**src/logic/flash_geom_pkg.sv**
```systemverilog
// flash geometry constants
// data word type, bank-and-page index type
// address union with a data view and an info view
`default_nettype none

package flash_geom_pkg;

  localparam int NumBanks         = 2;
  localparam int PagesPerBank     = 8;
  localparam int WordsPerPage     = 4;
  localparam int InfoPagesPerBank = 2;

  localparam int AddrW = 6;

  typedef logic [15:0] flash_word_t;

  // bank and page, used by region base and size
  typedef logic [3:0] flash_page_t;

  typedef struct packed {
    logic       bank;
    logic [2:0] page;
    logic [1:0] word;
  } flash_data_addr_t;

  // reserved bits have to be zero for a legal info access
  typedef struct packed {
    logic       bank;
    logic [1:0] rsvd;
    logic       info_page;
    logic [1:0] word;
  } flash_info_addr_t;

  typedef union packed {
    flash_data_addr_t data;
    flash_info_addr_t info;
  } flash_addr_u;

endpackage

`default_nettype wire
```
**src/logic/flash_mp_pkg.sv**
```systemverilog
// memory protection types
// operation and partition enums, attribute bits, region config
`default_nettype none

package flash_mp_pkg;

  typedef enum logic [1:0] {
    OpRead      = 2'd0,
    OpProg      = 2'd1,
    OpPageErase = 2'd2,
    OpBankErase = 2'd3
  } flash_op_e;

  typedef enum logic {
    PartData = 1'b0,
    PartInfo = 1'b1
  } flash_part_e;

  // en gates the other three bits
  typedef struct packed {
    logic en;
    logic rd_en;
    logic prog_en;
    logic erase_en;
  } mp_attr_t;

  // region covers pages base .. base+size-1 in bank-and-page space
  typedef struct packed {
    mp_attr_t                  attr;
    flash_geom_pkg::flash_page_t base;
    logic [4:0]                size;
  } mp_region_cfg_t;

endpackage

`default_nettype wire

```
**src/logic/flash_ifs.sv**
```systemverilog
// flash_cmd_if: per-word request from the op FSM to protection
// flash_phy_if: checked request from protection to the array
`timescale 1ns/1ps
`default_nettype none

interface flash_cmd_if;

  logic                          req;
  flash_mp_pkg::flash_op_e       op;
  flash_mp_pkg::flash_part_e     part;
  flash_geom_pkg::flash_addr_u   addr;
  logic                          ovfl;
  flash_geom_pkg::flash_word_t   wdata;
  logic                          done;
  logic                          err;
  flash_geom_pkg::flash_addr_u   err_addr;

  modport ctrl (output req, op, part, addr, ovfl, wdata,
                input  done, err, err_addr);

  modport mp (input  req, op, part, addr, ovfl, wdata,
              output done, err, err_addr);

endinterface

interface flash_phy_if;

  logic                          req;
  logic                          rd;
  logic                          prog;
  logic                          pg_erase;
  logic                          bk_erase;
  // selects data or info storage
  flash_mp_pkg::flash_part_e     part;
  flash_geom_pkg::flash_addr_u   addr;
  flash_geom_pkg::flash_word_t   wdata;
  logic                          done;
  flash_geom_pkg::flash_word_t   rdata;

  modport mp (output req, rd, prog, pg_erase, bk_erase, part, addr, wdata,
              input  done, rdata);

  modport phy (input  req, rd, prog, pg_erase, bk_erase, part, addr, wdata,
               output done, rdata);

endinterface

`default_nettype wire

```
**src/logic/flash_mp.sv**
```systemverilog
// memory protection check per word
// data partition uses software regions, info partition uses
// per-page attributes; denied words return a registered error
`timescale 1ns/1ps
`default_nettype none

module flash_mp #(
  parameter int MpRegions = 2
) (
  input  logic                                         clk_i,
  input  logic                                         rst_ni,
  input  flash_mp_pkg::mp_region_cfg_t [MpRegions-1:0] region_cfgs_i,
  input  flash_mp_pkg::mp_region_cfg_t                 default_cfg_i,
  input  flash_mp_pkg::mp_attr_t
         [flash_geom_pkg::NumBanks-1:0][flash_geom_pkg::InfoPagesPerBank-1:0] info_cfgs_i,
  input  logic [flash_geom_pkg::NumBanks-1:0]          bank_erase_en_i,
  flash_cmd_if.mp                                      cmd,
  flash_phy_if.mp                                      phy
);

  flash_geom_pkg::flash_page_t data_page;
  flash_mp_pkg::mp_attr_t      data_attr;
  flash_mp_pkg::mp_attr_t      info_attr;
  flash_mp_pkg::mp_attr_t      attr;
  logic                        is_data;
  logic                        rsvd_bad;
  logic                        op_ok;
  logic                        pass;
  logic                        deny;
  logic                        err_q;
  flash_geom_pkg::flash_addr_u err_addr_q;

  ////////////////////////////////////////////////////////////
  // attribute lookup
  ////////////////////////////////////////////////////////////
  assign is_data   = (cmd.part == flash_mp_pkg::PartData);
  assign data_page = {cmd.addr.data.bank, cmd.addr.data.page};

  flash_mp_region_sel #(
    .Regions(MpRegions)
  ) u_region_sel (
    .req_i      (cmd.req & is_data),
    .page_i     (data_page),
    .regions_i  (region_cfgs_i),
    .default_i  (default_cfg_i),
    .sel_attr_o (data_attr)
  );

  assign info_attr = info_cfgs_i[cmd.addr.info.bank][cmd.addr.info.info_page];
  assign attr      = is_data ? data_attr : info_attr;
  assign rsvd_bad  = !is_data && (cmd.addr.info.rsvd != 2'b00);

  // bank erase ignores regions, only the per-bank enable counts
  always_comb begin
    case (cmd.op)
      flash_mp_pkg::OpRead:      op_ok = attr.en & attr.rd_en;
      flash_mp_pkg::OpProg:      op_ok = attr.en & attr.prog_en;
      flash_mp_pkg::OpPageErase: op_ok = attr.en & attr.erase_en;
      flash_mp_pkg::OpBankErase: op_ok = is_data & bank_erase_en_i[cmd.addr.data.bank];
      default:                   op_ok = 1'b0;
    endcase
  end

  assign pass = cmd.req & op_ok & ~rsvd_bad & ~cmd.ovfl;
  assign deny = cmd.req & ~pass;

  ////////////////////////////////////////////////////////////
  // requests to the array
  ////////////////////////////////////////////////////////////
  assign phy.req      = pass;
  assign phy.rd       = pass & (cmd.op == flash_mp_pkg::OpRead);
  assign phy.prog     = pass & (cmd.op == flash_mp_pkg::OpProg);
  assign phy.pg_erase = pass & (cmd.op == flash_mp_pkg::OpPageErase);
  assign phy.bk_erase = pass & (cmd.op == flash_mp_pkg::OpBankErase);
  assign phy.part     = cmd.part;
  assign phy.addr     = cmd.addr;
  assign phy.wdata    = cmd.wdata;

  // error comes back one cycle after the denied request,
  // same as a done from the array
  always_ff @(posedge clk_i or negedge rst_ni) begin
    if (!rst_ni) begin
      err_q      <= 1'b0;
      err_addr_q <= '0;
    end else begin
      err_q <= deny;
      if (deny) begin
        err_addr_q <= cmd.addr;
      end
    end
  end

  assign cmd.done     = phy.done | err_q;
  assign cmd.err      = err_q;
  assign cmd.err_addr = err_addr_q;

endmodule

`default_nettype wire

```
**src/logic/flash_mp_region_sel.sv**
```systemverilog
// data region selection
// lowest-indexed enabled region covering the page wins,
// default attributes otherwise
`timescale 1ns/1ps
`default_nettype none

module flash_mp_region_sel #(
  parameter int Regions = 2
) (
  input  logic                                       req_i,
  input  flash_geom_pkg::flash_page_t                page_i,
  input  flash_mp_pkg::mp_region_cfg_t [Regions-1:0] regions_i,
  input  flash_mp_pkg::mp_region_cfg_t               default_i,
  output flash_mp_pkg::mp_attr_t                     sel_attr_o
);

  logic [Regions-1:0] hit;

  // 6 bits so base plus size cannot wrap
  always_comb begin
    for (int i = 0; i < Regions; i++) begin
      hit[i] = regions_i[i].attr.en &&
               (6'(page_i) >= 6'(regions_i[i].base)) &&
               (6'(page_i) < 6'(regions_i[i].base) + 6'(regions_i[i].size));
    end
  end

  // walk downwards so the lowest index is applied last
  always_comb begin
    sel_attr_o = default_i.attr;
    for (int i = Regions - 1; i >= 0; i--) begin
      if (hit[i]) begin
        sel_attr_o = regions_i[i].attr;
      end
    end
    if (!req_i) begin
      sel_attr_o = '0;
    end
  end

endmodule

`default_nettype wire

```
**src/flat_wrapper.sv**
```systemverilog
// flat-port wrapper written by rule: the top's interface ports become plain ports
module flash_mp_flat 
#(
  parameter int MpRegions = 2
)
  (clk_i, rst_ni, region_cfgs_i, default_cfg_i, info_cfgs_i, bank_erase_en_i, cmd_req, cmd_op, cmd_part, cmd_addr, cmd_ovfl, cmd_wdata, cmd_done, cmd_err, cmd_err_addr, phy_req, phy_rd, phy_prog, phy_pg_erase, phy_bk_erase, phy_part, phy_addr, phy_wdata, phy_done, phy_rdata);
  flash_cmd_if cmd_i ();
  flash_phy_if phy_i ();
  input  logic clk_i;
  input  logic rst_ni;
  input  flash_mp_pkg::mp_region_cfg_t [MpRegions-1:0] region_cfgs_i;
  input  flash_mp_pkg::mp_region_cfg_t default_cfg_i;
  input  flash_mp_pkg::mp_attr_t
         [flash_geom_pkg::NumBanks-1:0][flash_geom_pkg::InfoPagesPerBank-1:0] info_cfgs_i;
  input  logic [flash_geom_pkg::NumBanks-1:0] bank_erase_en_i;
  input wire logic [$bits(cmd_i.req)-1:0] cmd_req;
  input wire logic [$bits(cmd_i.op)-1:0] cmd_op;
  input wire logic [$bits(cmd_i.part)-1:0] cmd_part;
  input wire logic [$bits(cmd_i.addr)-1:0] cmd_addr;
  input wire logic [$bits(cmd_i.ovfl)-1:0] cmd_ovfl;
  input wire logic [$bits(cmd_i.wdata)-1:0] cmd_wdata;
  output wire logic [$bits(cmd_i.done)-1:0] cmd_done;
  output wire logic [$bits(cmd_i.err)-1:0] cmd_err;
  output wire logic [$bits(cmd_i.err_addr)-1:0] cmd_err_addr;
  output wire logic [$bits(phy_i.req)-1:0] phy_req;
  output wire logic [$bits(phy_i.rd)-1:0] phy_rd;
  output wire logic [$bits(phy_i.prog)-1:0] phy_prog;
  output wire logic [$bits(phy_i.pg_erase)-1:0] phy_pg_erase;
  output wire logic [$bits(phy_i.bk_erase)-1:0] phy_bk_erase;
  output wire logic [$bits(phy_i.part)-1:0] phy_part;
  output wire logic [$bits(phy_i.addr)-1:0] phy_addr;
  output wire logic [$bits(phy_i.wdata)-1:0] phy_wdata;
  input wire logic [$bits(phy_i.done)-1:0] phy_done;
  input wire logic [$bits(phy_i.rdata)-1:0] phy_rdata;
  assign cmd_i.req = cmd_req;
  assign cmd_i.op = cmd_op;
  assign cmd_i.part = cmd_part;
  assign cmd_i.addr = cmd_addr;
  assign cmd_i.ovfl = cmd_ovfl;
  assign cmd_i.wdata = cmd_wdata;
  assign cmd_done = cmd_i.done;
  assign cmd_err = cmd_i.err;
  assign cmd_err_addr = cmd_i.err_addr;
  assign phy_req = phy_i.req;
  assign phy_rd = phy_i.rd;
  assign phy_prog = phy_i.prog;
  assign phy_pg_erase = phy_i.pg_erase;
  assign phy_bk_erase = phy_i.bk_erase;
  assign phy_part = phy_i.part;
  assign phy_addr = phy_i.addr;
  assign phy_wdata = phy_i.wdata;
  assign phy_i.done = phy_done;
  assign phy_i.rdata = phy_rdata;
  flash_mp #(.MpRegions(MpRegions)) u_core (.clk_i(clk_i), .rst_ni(rst_ni), .region_cfgs_i(region_cfgs_i), .default_cfg_i(default_cfg_i), .info_cfgs_i(info_cfgs_i), .bank_erase_en_i(bank_erase_en_i), .cmd(cmd_i), .phy(phy_i));
endmodule
```
**config.mk**
```make
export PLATFORM = sky130hd
export DESIGN_NAME = flash_mp_flat
export DESIGN_NICKNAME = d
export VERILOG_FILES = /design/src/logic/flash_geom_pkg.sv /design/src/logic/flash_mp_pkg.sv /design/src/logic/flash_ifs.sv /design/src/logic/flash_mp.sv /design/src/logic/flash_mp_region_sel.sv /design/src/flat_wrapper.sv
export SDC_FILE = /design/constraint.sdc
export NUM_CORES = 1
export LEC_CHECK = 0
export BUFFER_PORTS_ARGS = -buffer_cell sky130_fd_sc_hd__buf_2
export CORE_ASPECT_RATIO = 1.2
export CORE_MARGIN = 4
export CORE_UTILIZATION = 40
export DETAILED_ROUTE_END_ITERATION = 10
export PLACE_DENSITY = 0.87
export SYNTH_ARGS = -nofsm -noshare
export SYNTH_HDL_FRONTEND = slang
export SYNTH_SLANG_ARGS = --single-unit
```
**constraint.sdc**
```tcl
create_clock -name clk_i -period 7.7 [get_ports clk_i]
set_clock_uncertainty 0.05 [all_clocks]
set_input_delay 0.77 -clock clk_i [delete_from_list [all_inputs] [get_ports clk_i]]
set_output_delay 0.77 -clock clk_i [all_outputs]
set_load 0.05 [all_outputs]
```
==> results of run 1 <==
==> state kept, by name, summed over array words and instances, names as in the netlist <==
| name | count |
|---|---|
| u_core.cmd.err | 1 |
| u_core.cmd.err_addr | 6 |
==> metrics by stage <==
step / total power, mW / worst slack (ps) / area [um2]
floorplan: 0.150 / 2940 / 1470
global placement: 0.157 / 2970 / 1730
detailed placement: 0.162 / 2950 / 1730
CTS: 0.213 / 2940 / 1770
global route: 0.228 / 2740 / 1770
finish: 0.211 / 2940 / 1770
==> power groups by stage <==
| stage | Combinational, mW | Clock [mW] | Sequential (mW) |
|---|---|---|---|
| 6_report | 0.118 | 0.0502 | 0.0427 |
| 5_1_grt | 0.132 | 0.0529 | 0.0429 |
| 4_1_cts | 0.119 | 0.0515 | 0.0426 |
| 3_5_place_dp | 0.119 | 0 | 0.0431 |
| 3_3_place_gp | 0.114 | 0 | 0.0428 |
| 2_1_floorplan | 0.0925 | 0 | 0.0571 |
==> cells in the final DEF (no fill, tap or decap), types with 5 or more instances in the layout <==
cell type and instances:
ha_1 26, o21ai_0 5, a21oi_1 7, nor2_1 8
nand2b_1 5, mux2_2 7, dfrtp_1 7, nand2_1 6
inv_1 19, buf_2 81
==> Yosys cell counts, drive strengths merged, types with 3 or more instances <==
| library cell | n |
|---|---|
| o21ai | 5 |
| a31oi | 3 |
| buf | 24 |
| mux4 | 4 |
| mux2 | 7 |
| nor2b | 4 |
| nand2b | 5 |
| clkbuf | 3 |
| xor2 | 4 |
| dfrtp | 7 |
| nor2 | 8 |
| nand2 | 6 |
| ha | 26 |
| inv | 19 |
| a21oi | 7 |
| a21o | 4 |
==> logic make-up after synthesis <==
family          after synthesis
compound gates               34
xor+xnor                      4
fa+ha+maj                    28
buf+inv                      46
flops                         7
mux                          13
simple gates                 33
==> worst max path at each step <==
| stage | startpoint | to | slack [ps] |
|---|---|---|---|
| after global placement | region_cfgs_i[18] | phy_pg_erase | 2970 |
| after detailed placement | region_cfgs_i[18] | phy_rd | 2950 |
| after floorplan | region_cfgs_i[13] | phy_req | 2940 |
| after CTS | region_cfgs_i[18] | phy_rd | 2940 |
| final | region_cfgs_i[18] | phy_rd | 2940 |
| after global routing | region_cfgs_i[18] | phy_rd | 2740 |
==> metal layers <==
metal / wire length [um] / share of wire (%) / global-route usage (%)
met3: 350 / 9.0 / 4.08
met4: 34 / 0.88 / 5.04
met1: 1390 / 36 / 17.2
met2: 2100 / 54 / 30.4
met5: 0 / 0 / 0
==> final cells by class <==
cell class,count,area share (%)
Clock buffer,4,2.54
Inverter,19,4.02
Multi-Input combinational cell,112,58.1
Sequential cell,7,9.88
Tap cell,37,2.61
Timing Repair Buffer,81,22.9
==> flow_summary.toml, run 1 <==
[power_and_ir_drop]
intPower_mw = 0.125
power.switching_mw = 0.0859
pwr-share-comb_pct = 55.9
p_leak_nw = 0.950
seqPwrFrac_pct = 20.2
p_clk_share_pct = 23.8
swShare_pct = 40.8
peakVddDrop_uv = 92.5
p_per_area_mw_per_mm2 = 119

[logic_synthesis]
synth_xor_area_share_pct = 2.38
seq_area_frac_synth_pct = 11.9
yosysWarnings = 0
synth_top_family_by_area = "adder cells"
synth-edff-count = 0
syn_nets = 296
yosys.cell_types.count = 41
synth_top_area_share_pct = 22.1
synthMuxAreaShare_pct = 12.8
synth_compound_gate_area_share_pct = 17.9
synth_top_flop_cell = "dfrtp_1"
syn_area_per_cell_um2 = 8.92
synth_fa_ha_area_share_pct = 24.8
synth.cell_area_mm2 = 0.00147
ys_ff_latch = 7
synthCells = 165
synth_area_leaders = "ha_1 22%, dfrtp_1 12%, buf_4 12%"
synthArstFlopShare_pct = 100
synth-simple-area-share_pct = 12.1
yosys.area.top_type = "ha_1"

[global_routing]
grt_first_pass_wirelength_mm = 6.05
grt.total_usage_pct = 15.9
grt_pass1_vias = 1399
grt_max_degree = 12
overflow = 0
antenna_found_initial = 0

[cts]
h-tree-depth = 1
clk_pin_slew_ps = 40
numCtsBuffers = 3
cts_resized = 0
clock_sinks = 7
cts_setup_buffers = 0
clockBufferDepth = 2
clockRootBuffer = "clkbuf_8"
postCtsHoldBufs = 0
worstSkewPairLatency_ps = 220
cts_tree = "done"

[sta]
hold_viol = 0
fmax_mhz = 210
setup_violations = 0
whs_ps = 320
max_slew_margin_pct = 67.1
fin_crit_ps = 4760
rsz0062_at_grt = "false"
fin_crit_sh_pct = 61.8
worst_pin_slew_ps = 489
maxSlewViolCount = 0
setup-tns-final_ps = 0

[setup_path]
timing.critical_path.mode_cell = "buf_2"
reg2reg_setup_slack_ps = 6900
path_buf_inv = 3
cp_slowest_stage_delay_ps = 480
cp_top_family = "compound AO/OA/AOI/OAI gates"
crit_type = "input port to primary output"
cp_cell_sequence = "buf_2 -> ha_1 -> inv_1 -> fa_1 -> nand2b_1 -> or4_1 -> a2111o_1 -> and2_1 -> a211oi_1 -> o221ai_1 -> a31oi_1 -> nor2_1 -> buf_2"
reg2regPathDepth = 1
critical_path.max_fanout = 4
path_depth = 13
worst_r2r_endpoint = "u_core.cmd.err_addr[2]"
worst_setup_path_end_kind = "primary output"
cp_data_required_time_ps = 6880
cp.arrival_ps = 3940
worst_setup_path_start_kind = "input port"
r2r-start = "u_core.cmd.err_addr[2]"
cp_slowest_cell = "or4_1"

[finish]
seq_area_um2 = 175
multi_input_area_mm2 = 0.00103
nFillCells = 326
final_cells = 260
syn_to_final_growth_pct = 20.5
drive_gt1_share_pct = 43.9
utilization_pct = 51.3
layout.nets = 355
diodes = 0

[placement]
dp_hpwl_mm = 3.42
place_congestion = 0.841
portBuffers = 81
placed_cells = 256

[floorplanning]
io_pins = 139
num_rows = 23
start_util_pct = 42.6
die_h_um = 74.4
fp.dieArea_mm2 = 0.00472
coreArea_mm2 = 0.00345
die_width_um = 63.4

[detailed_routing]
wl_mm = 3.88
ant_nets = 0
viasPerCell = 5.27
drc = 0
first_pass_iters = 4
dr_total_vias = 1371
drt_iter0_drc = 95
wire_per_inst_um = 14.9

[outcome]
status = "completed"

[run]
cap_violations = 0

[worst_hold_path]
min_path_type = "input port to async pin"
(Power assumes the default switching activity.)
==> run 2, diff against run 1 <==
--- a/config.mk
+++ b/config.mk
@@ -8,9 +8,9 @@
 export BUFFER_PORTS_ARGS = -buffer_cell sky130_fd_sc_hd__buf_2
 export CORE_ASPECT_RATIO = 1.2
 export CORE_MARGIN = 4
-export CORE_UTILIZATION = 40
+export CORE_UTILIZATION = 37
 export DETAILED_ROUTE_END_ITERATION = 10
-export PLACE_DENSITY = 0.87
+export PLACE_DENSITY = 0.81
 export SYNTH_ARGS = -nofsm -noshare
 export SYNTH_HDL_FRONTEND = slang
 export SYNTH_SLANG_ARGS = --single-unit
==> constraint.sdc (replaced) <==
create_clock -name clk_i -period 4.8 [get_ports clk_i]
set_clock_uncertainty 0.05 [all_clocks]
set_input_delay 0.48 -clock clk_i [delete_from_list [all_inputs] [get_ports clk_i]]
set_output_delay 0.48 -clock clk_i [all_outputs]
set_load 0.05 [all_outputs]
==> flow_summary.toml, run 2 (synthesis gave the netlist of run 1 again) <==
[cts]
worstSkewPairLatency_ps = 220
clock_sinks = 7
postCtsHoldBufs = 0
numCtsBuffers = 3
h-tree-depth = 1
cts_resized = 0
clockBufferDepth = 2
clk_pin_slew_ps = 40
clockRootBuffer = "clkbuf_8"
cts_setup_buffers = 0
cts_tree = "done"

[floorplanning]
die_width_um = 65.6
die_h_um = 77.1
fp.dieArea_mm2 = 0.00505
num_rows = 24
start_util_pct = 39.5
io_pins = 139
coreArea_mm2 = 0.00372

[outcome]
status = "completed"

[finish]
multi_input_area_mm2 = 0.00103
largest_reg_flops = 6
mostFrequentLayoutCells = "81 x buf_2, 26 x ha_1, 19 x inv_1"
final_cells = 275
drive_gt1_share_pct = 43.9
nFillCells = 384
seq_area_um2 = 175
syn_to_final_growth_pct = 21.8
final_common_cell = "buf_2"
utilization_pct = 48.1
layout.nets = 355
diodes = 0

[setup_path]
worst_setup_path_end_kind = "primary output"
cp.arrival_ps = 3590
crit_type = "input port to primary output"
critical_path.max_fanout = 4
worst_setup_path_start_kind = "input port"
cp_data_required_time_ps = 4270

[power_and_ir_drop]
p_total_mw = 0.336
p_per_area_mw_per_mm2 = 187
p_leak_nw = 0.950
peakVddDrop_uv = 229

[placement]
portBuffers = 81
pre_cts_ws_ps = 662
dp_hpwl_mm = 3.32
placed_cells = 271
place_congestion = 0.824

[global_routing]
top_usage_layer = "met2"
grt_use_met1_pct = 17.0
use_met3_pct = 2.78
grt.total_usage_pct = 14.9
antenna_found_initial = 1
grt_pass1_vias = 1438
grt_max_degree = 12
gr-usage-met2_pct = 28.0
grt_first_pass_wirelength_mm = 6.20
overflow = 0

[detailed_routing]
first_pass_iters = 4
drt_iter0_drc = 53
dr_total_vias = 1378
ant_nets = 0
drc = 0
wl_mm = 3.74
viasPerCell = 5.01
wire_per_inst_um = 13.6

[sta]
rsz0062_at_grt = "false"
setup_violations = 0
hold_viol = 0
fmax_mhz = 243
fin_crit_sh_pct = 85.8
setup-tns-final_ps = 0
maxSlewViolCount = 0
worst_pin_slew_ps = 466
fin_crit_ps = 4120
layout_setup_ws_ps = 680
max_slew_margin_pct = 68.2

[worst_hold_path]
min_path_type = "input port to async pin"

[run]
cap_violations = 0
-- run 2: per-layer routing --
layer	vias up	share of wire, %
li1	682	-
met4	2	0.59
met3	8	8.2
met1	635	39
met2	51	52
met5	-	0.21
-- run 2: worst max-delay path: stages --
cell      delay (ps)
buf_2             90
ha_1             150
inv_1             60
fa_1             400
nand2b_1         170
or4_1            470
a2111o_1         390
and2_1           210
a211oi_1         290
o221ai_1         240
a31oi_1          330
nor2_1            90
buf_2            220
-- run 2: report_power, final --
part | switching [mW] | internal [mW]
Combinational | 0.110 | 0.0773
Sequential | 0.00283 | 0.0656
Clock | 0.0227 | 0.0572
Total | 0.135 | 0.200
-- run 2: path summary, 6_finish.rpt --
path | to | start | cells past startpoint | slack, ps
worst max-delay path | phy_rd | region_cfgs_i[18] | 13 | 680
worst min-delay path | u_core.cmd.err_addr[5] | rst_ni | 1 | 30
worst max register to register | u_core.cmd.err_addr[2] | u_core.cmd.err_addr[2] | 1 | 4000
worst min register to register | u_core.cmd.err_addr[5] | u_core.cmd.err_addr[5] | 1 | 450
max in group asynchronous | u_core.cmd.err_addr[0] | rst_ni | 1 | 4520
min in group clk_i | u_core.cmd.err_addr[5] | u_core.cmd.err_addr[5] | 1 | 450
-- run 2: final cells by class --
type                    count  share of cell area [%]
clock buffers               4                    2.51
inverters                  19                    3.98
multi-input cells         112                    57.5
flip-flops and latches      7                    9.78
well taps                  52                    3.63
repair buffers             81                    22.6
-- run 2: metrics by stage --
stage	area (um2)	hold WS (ps)
detailed placement	1750	268
global route	1790	33.1
finish	1790	31.5
global placement	1750	266
floorplan	1470	134
CTS	1790	33.2
==> run 3, diff against run 2 <==
--- a/config.mk
+++ b/config.mk
@@ -10,6 +10,7 @@
 export CORE_MARGIN = 4
 export CORE_UTILIZATION = 37
 export DETAILED_ROUTE_END_ITERATION = 10
+export GPL_TIMING_DRIVEN = 0
 export PLACE_DENSITY = 0.81
 export SYNTH_ARGS = -nofsm -noshare
 export SYNTH_HDL_FRONTEND = slang
==> flow_summary.toml, run 3 (synthesis gave the netlist of run 1 again) <==
[cts]
clock_sinks = 7
clockBufferDepth = 2
cts_resized = 0
cts_setup_buffers = 0
clockRootBuffer = "clkbuf_8"
h-tree-depth = 1
cts_tree = "done"
worstSkewPairLatency_ps = 220
numCtsBuffers = 3
clk_pin_slew_ps = 40
postCtsHoldBufs = 0

[finish]
diodes = 0
final_common_cell = "buf_2"
layout.nets = 397
syn_to_final_growth_pct = 40.1
final_cells = 317
mostFrequentLayoutCells = "96 x buf_2, 26 x ha_1, 23 x buf_4"
largest_reg_flops = 6
drive_gt1_share_pct = 51.7

[sta]
setup_violations = 0
maxSlewViolCount = 0
rsz0062_at_grt = "false"
worst_pin_slew_ps = 491
fin_crit_sh_pct = 87.7
max_slew_margin_pct = 66.9
fin_crit_ps = 4210
fmax_mhz = 237
hold_viol = 0
setup-tns-final_ps = 0

[outcome]
status = "completed"

[placement]
portBuffers = 96
place_congestion = 0.806
placed_cells = 313
dp_hpwl_mm = 3.52

[floorplanning]
io_pins = 139
die_h_um = 77.1
coreArea_mm2 = 0.00372
start_util_pct = 39.5
num_rows = 24
die_width_um = 65.6
fp.dieArea_mm2 = 0.00505

[detailed_routing]
drt_iter0_drc = 64
viasPerCell = 4.68
first_pass_iters = 4
wire_per_inst_um = 12.3
dr_total_vias = 1484
drc = 0
ant_nets = 0
wl_mm = 3.91

[setup_path]
cp.arrival_ps = 3680
cp_data_required_time_ps = 4270
worst_setup_path_end_kind = "primary output"
crit_type = "input port to primary output"
critical_path.max_fanout = 4
worst_setup_path_start_kind = "input port"

[global_routing]
grt.total_usage_pct = 15.3
antenna_found_initial = 0
grt_first_pass_wirelength_mm = 6.44
grt_max_degree = 9
overflow = 0
grt_pass1_vias = 1576

[power_and_ir_drop]
peakVddDrop_uv = 201
p_per_area_mw_per_mm2 = 186
p_leak_nw = 1.13

[worst_hold_path]
min_path_type = "input port to async pin"

[run]
cap_violations = 0
## run 3: changes by cell type in the layout (fill, tap and decap cells not counted), sizes merged
cell,before,now
buf,81,120
clkbuf,4,7
## run 3: path summary, 6_finish.rpt
kind / start / endpoint / slack (ps) / cells after the start
setup / recovery: region_cfgs_i[18] / phy_rd / 590 / 14
hold / removal: rst_ni / u_core.cmd.err_addr[0] / 30 / 1
setup reg to reg: u_core.cmd.err_addr[3] / u_core.cmd.err_addr[3] / 4000 / 1
hold reg to reg: u_core.cmd.err_addr[1] / u_core.cmd.err_addr[1] / 450 / 1
max in group asynchronous: rst_ni / u_core.cmd.err / 4520 / 1
min in group clk_i: u_core.cmd.err_addr[1] / u_core.cmd.err_addr[1] / 450 / 1
## run 3: cell type report
cell class                 instances  area, um2
sequential                         7        175
fill                             365       1660
tap                               52       65.1
timing repair buffer              96        480
multi-input combinational        112       1030
inverter                          19       71.3
clock buffer                       4       45.0
buffer                            27        195
## run 3: stage by stage
stage	hold WS (ps)	area, um2	util (%)	setup WS [ps]	total power [mW]
after global routing	28.4	2060	55.4	405	0.415
after floorplan	134	1470	-	620	0.240
after detailed placement	265	2020	54.2	567	0.305
final	29.0	2060	55.4	589	0.384
after CTS	25.0	2060	55.4	560	0.390
after global placement	265	2020	54.2	634	0.301
## run 3: critical path, cell delays in order
cell and delay, ps:
buf_2 90, ha_1 150, inv_1 50, fa_1 390
nand2b_1 170, or4_1 470, a2111o_1 390, and2_1 150
buf_6 120, a211oi_1 270, o221ai_1 250, a31oi_1 350
nor2_1 100, buf_2 220
## run 3: per-layer routing
| metal | GRT usage [%] | wire, um | share of wire, % | vias to the layer above |
|---|---|---|---|---|
| met3 | 2.92 | 337 | 8.6 | 0 |
| met4 | 2.49 | 0 | 0 | 0 |
| met5 | 0 | 0 | 0 | - |
| met1 | 17.0 | 1530 | 39 | 661 |
| met2 | 29.7 | 2040 | 52 | 59 |
| li1 | - | - | - | 764 |
## run 3: power by group
part | internal (mW) | switching [mW] | leakage, nW
Combinational | 0.0952 | 0.140 | 1.02
Sequential | 0.0656 | 0.00279 | 0.0819
Clock | 0.0572 | 0.0231 | 0.0228
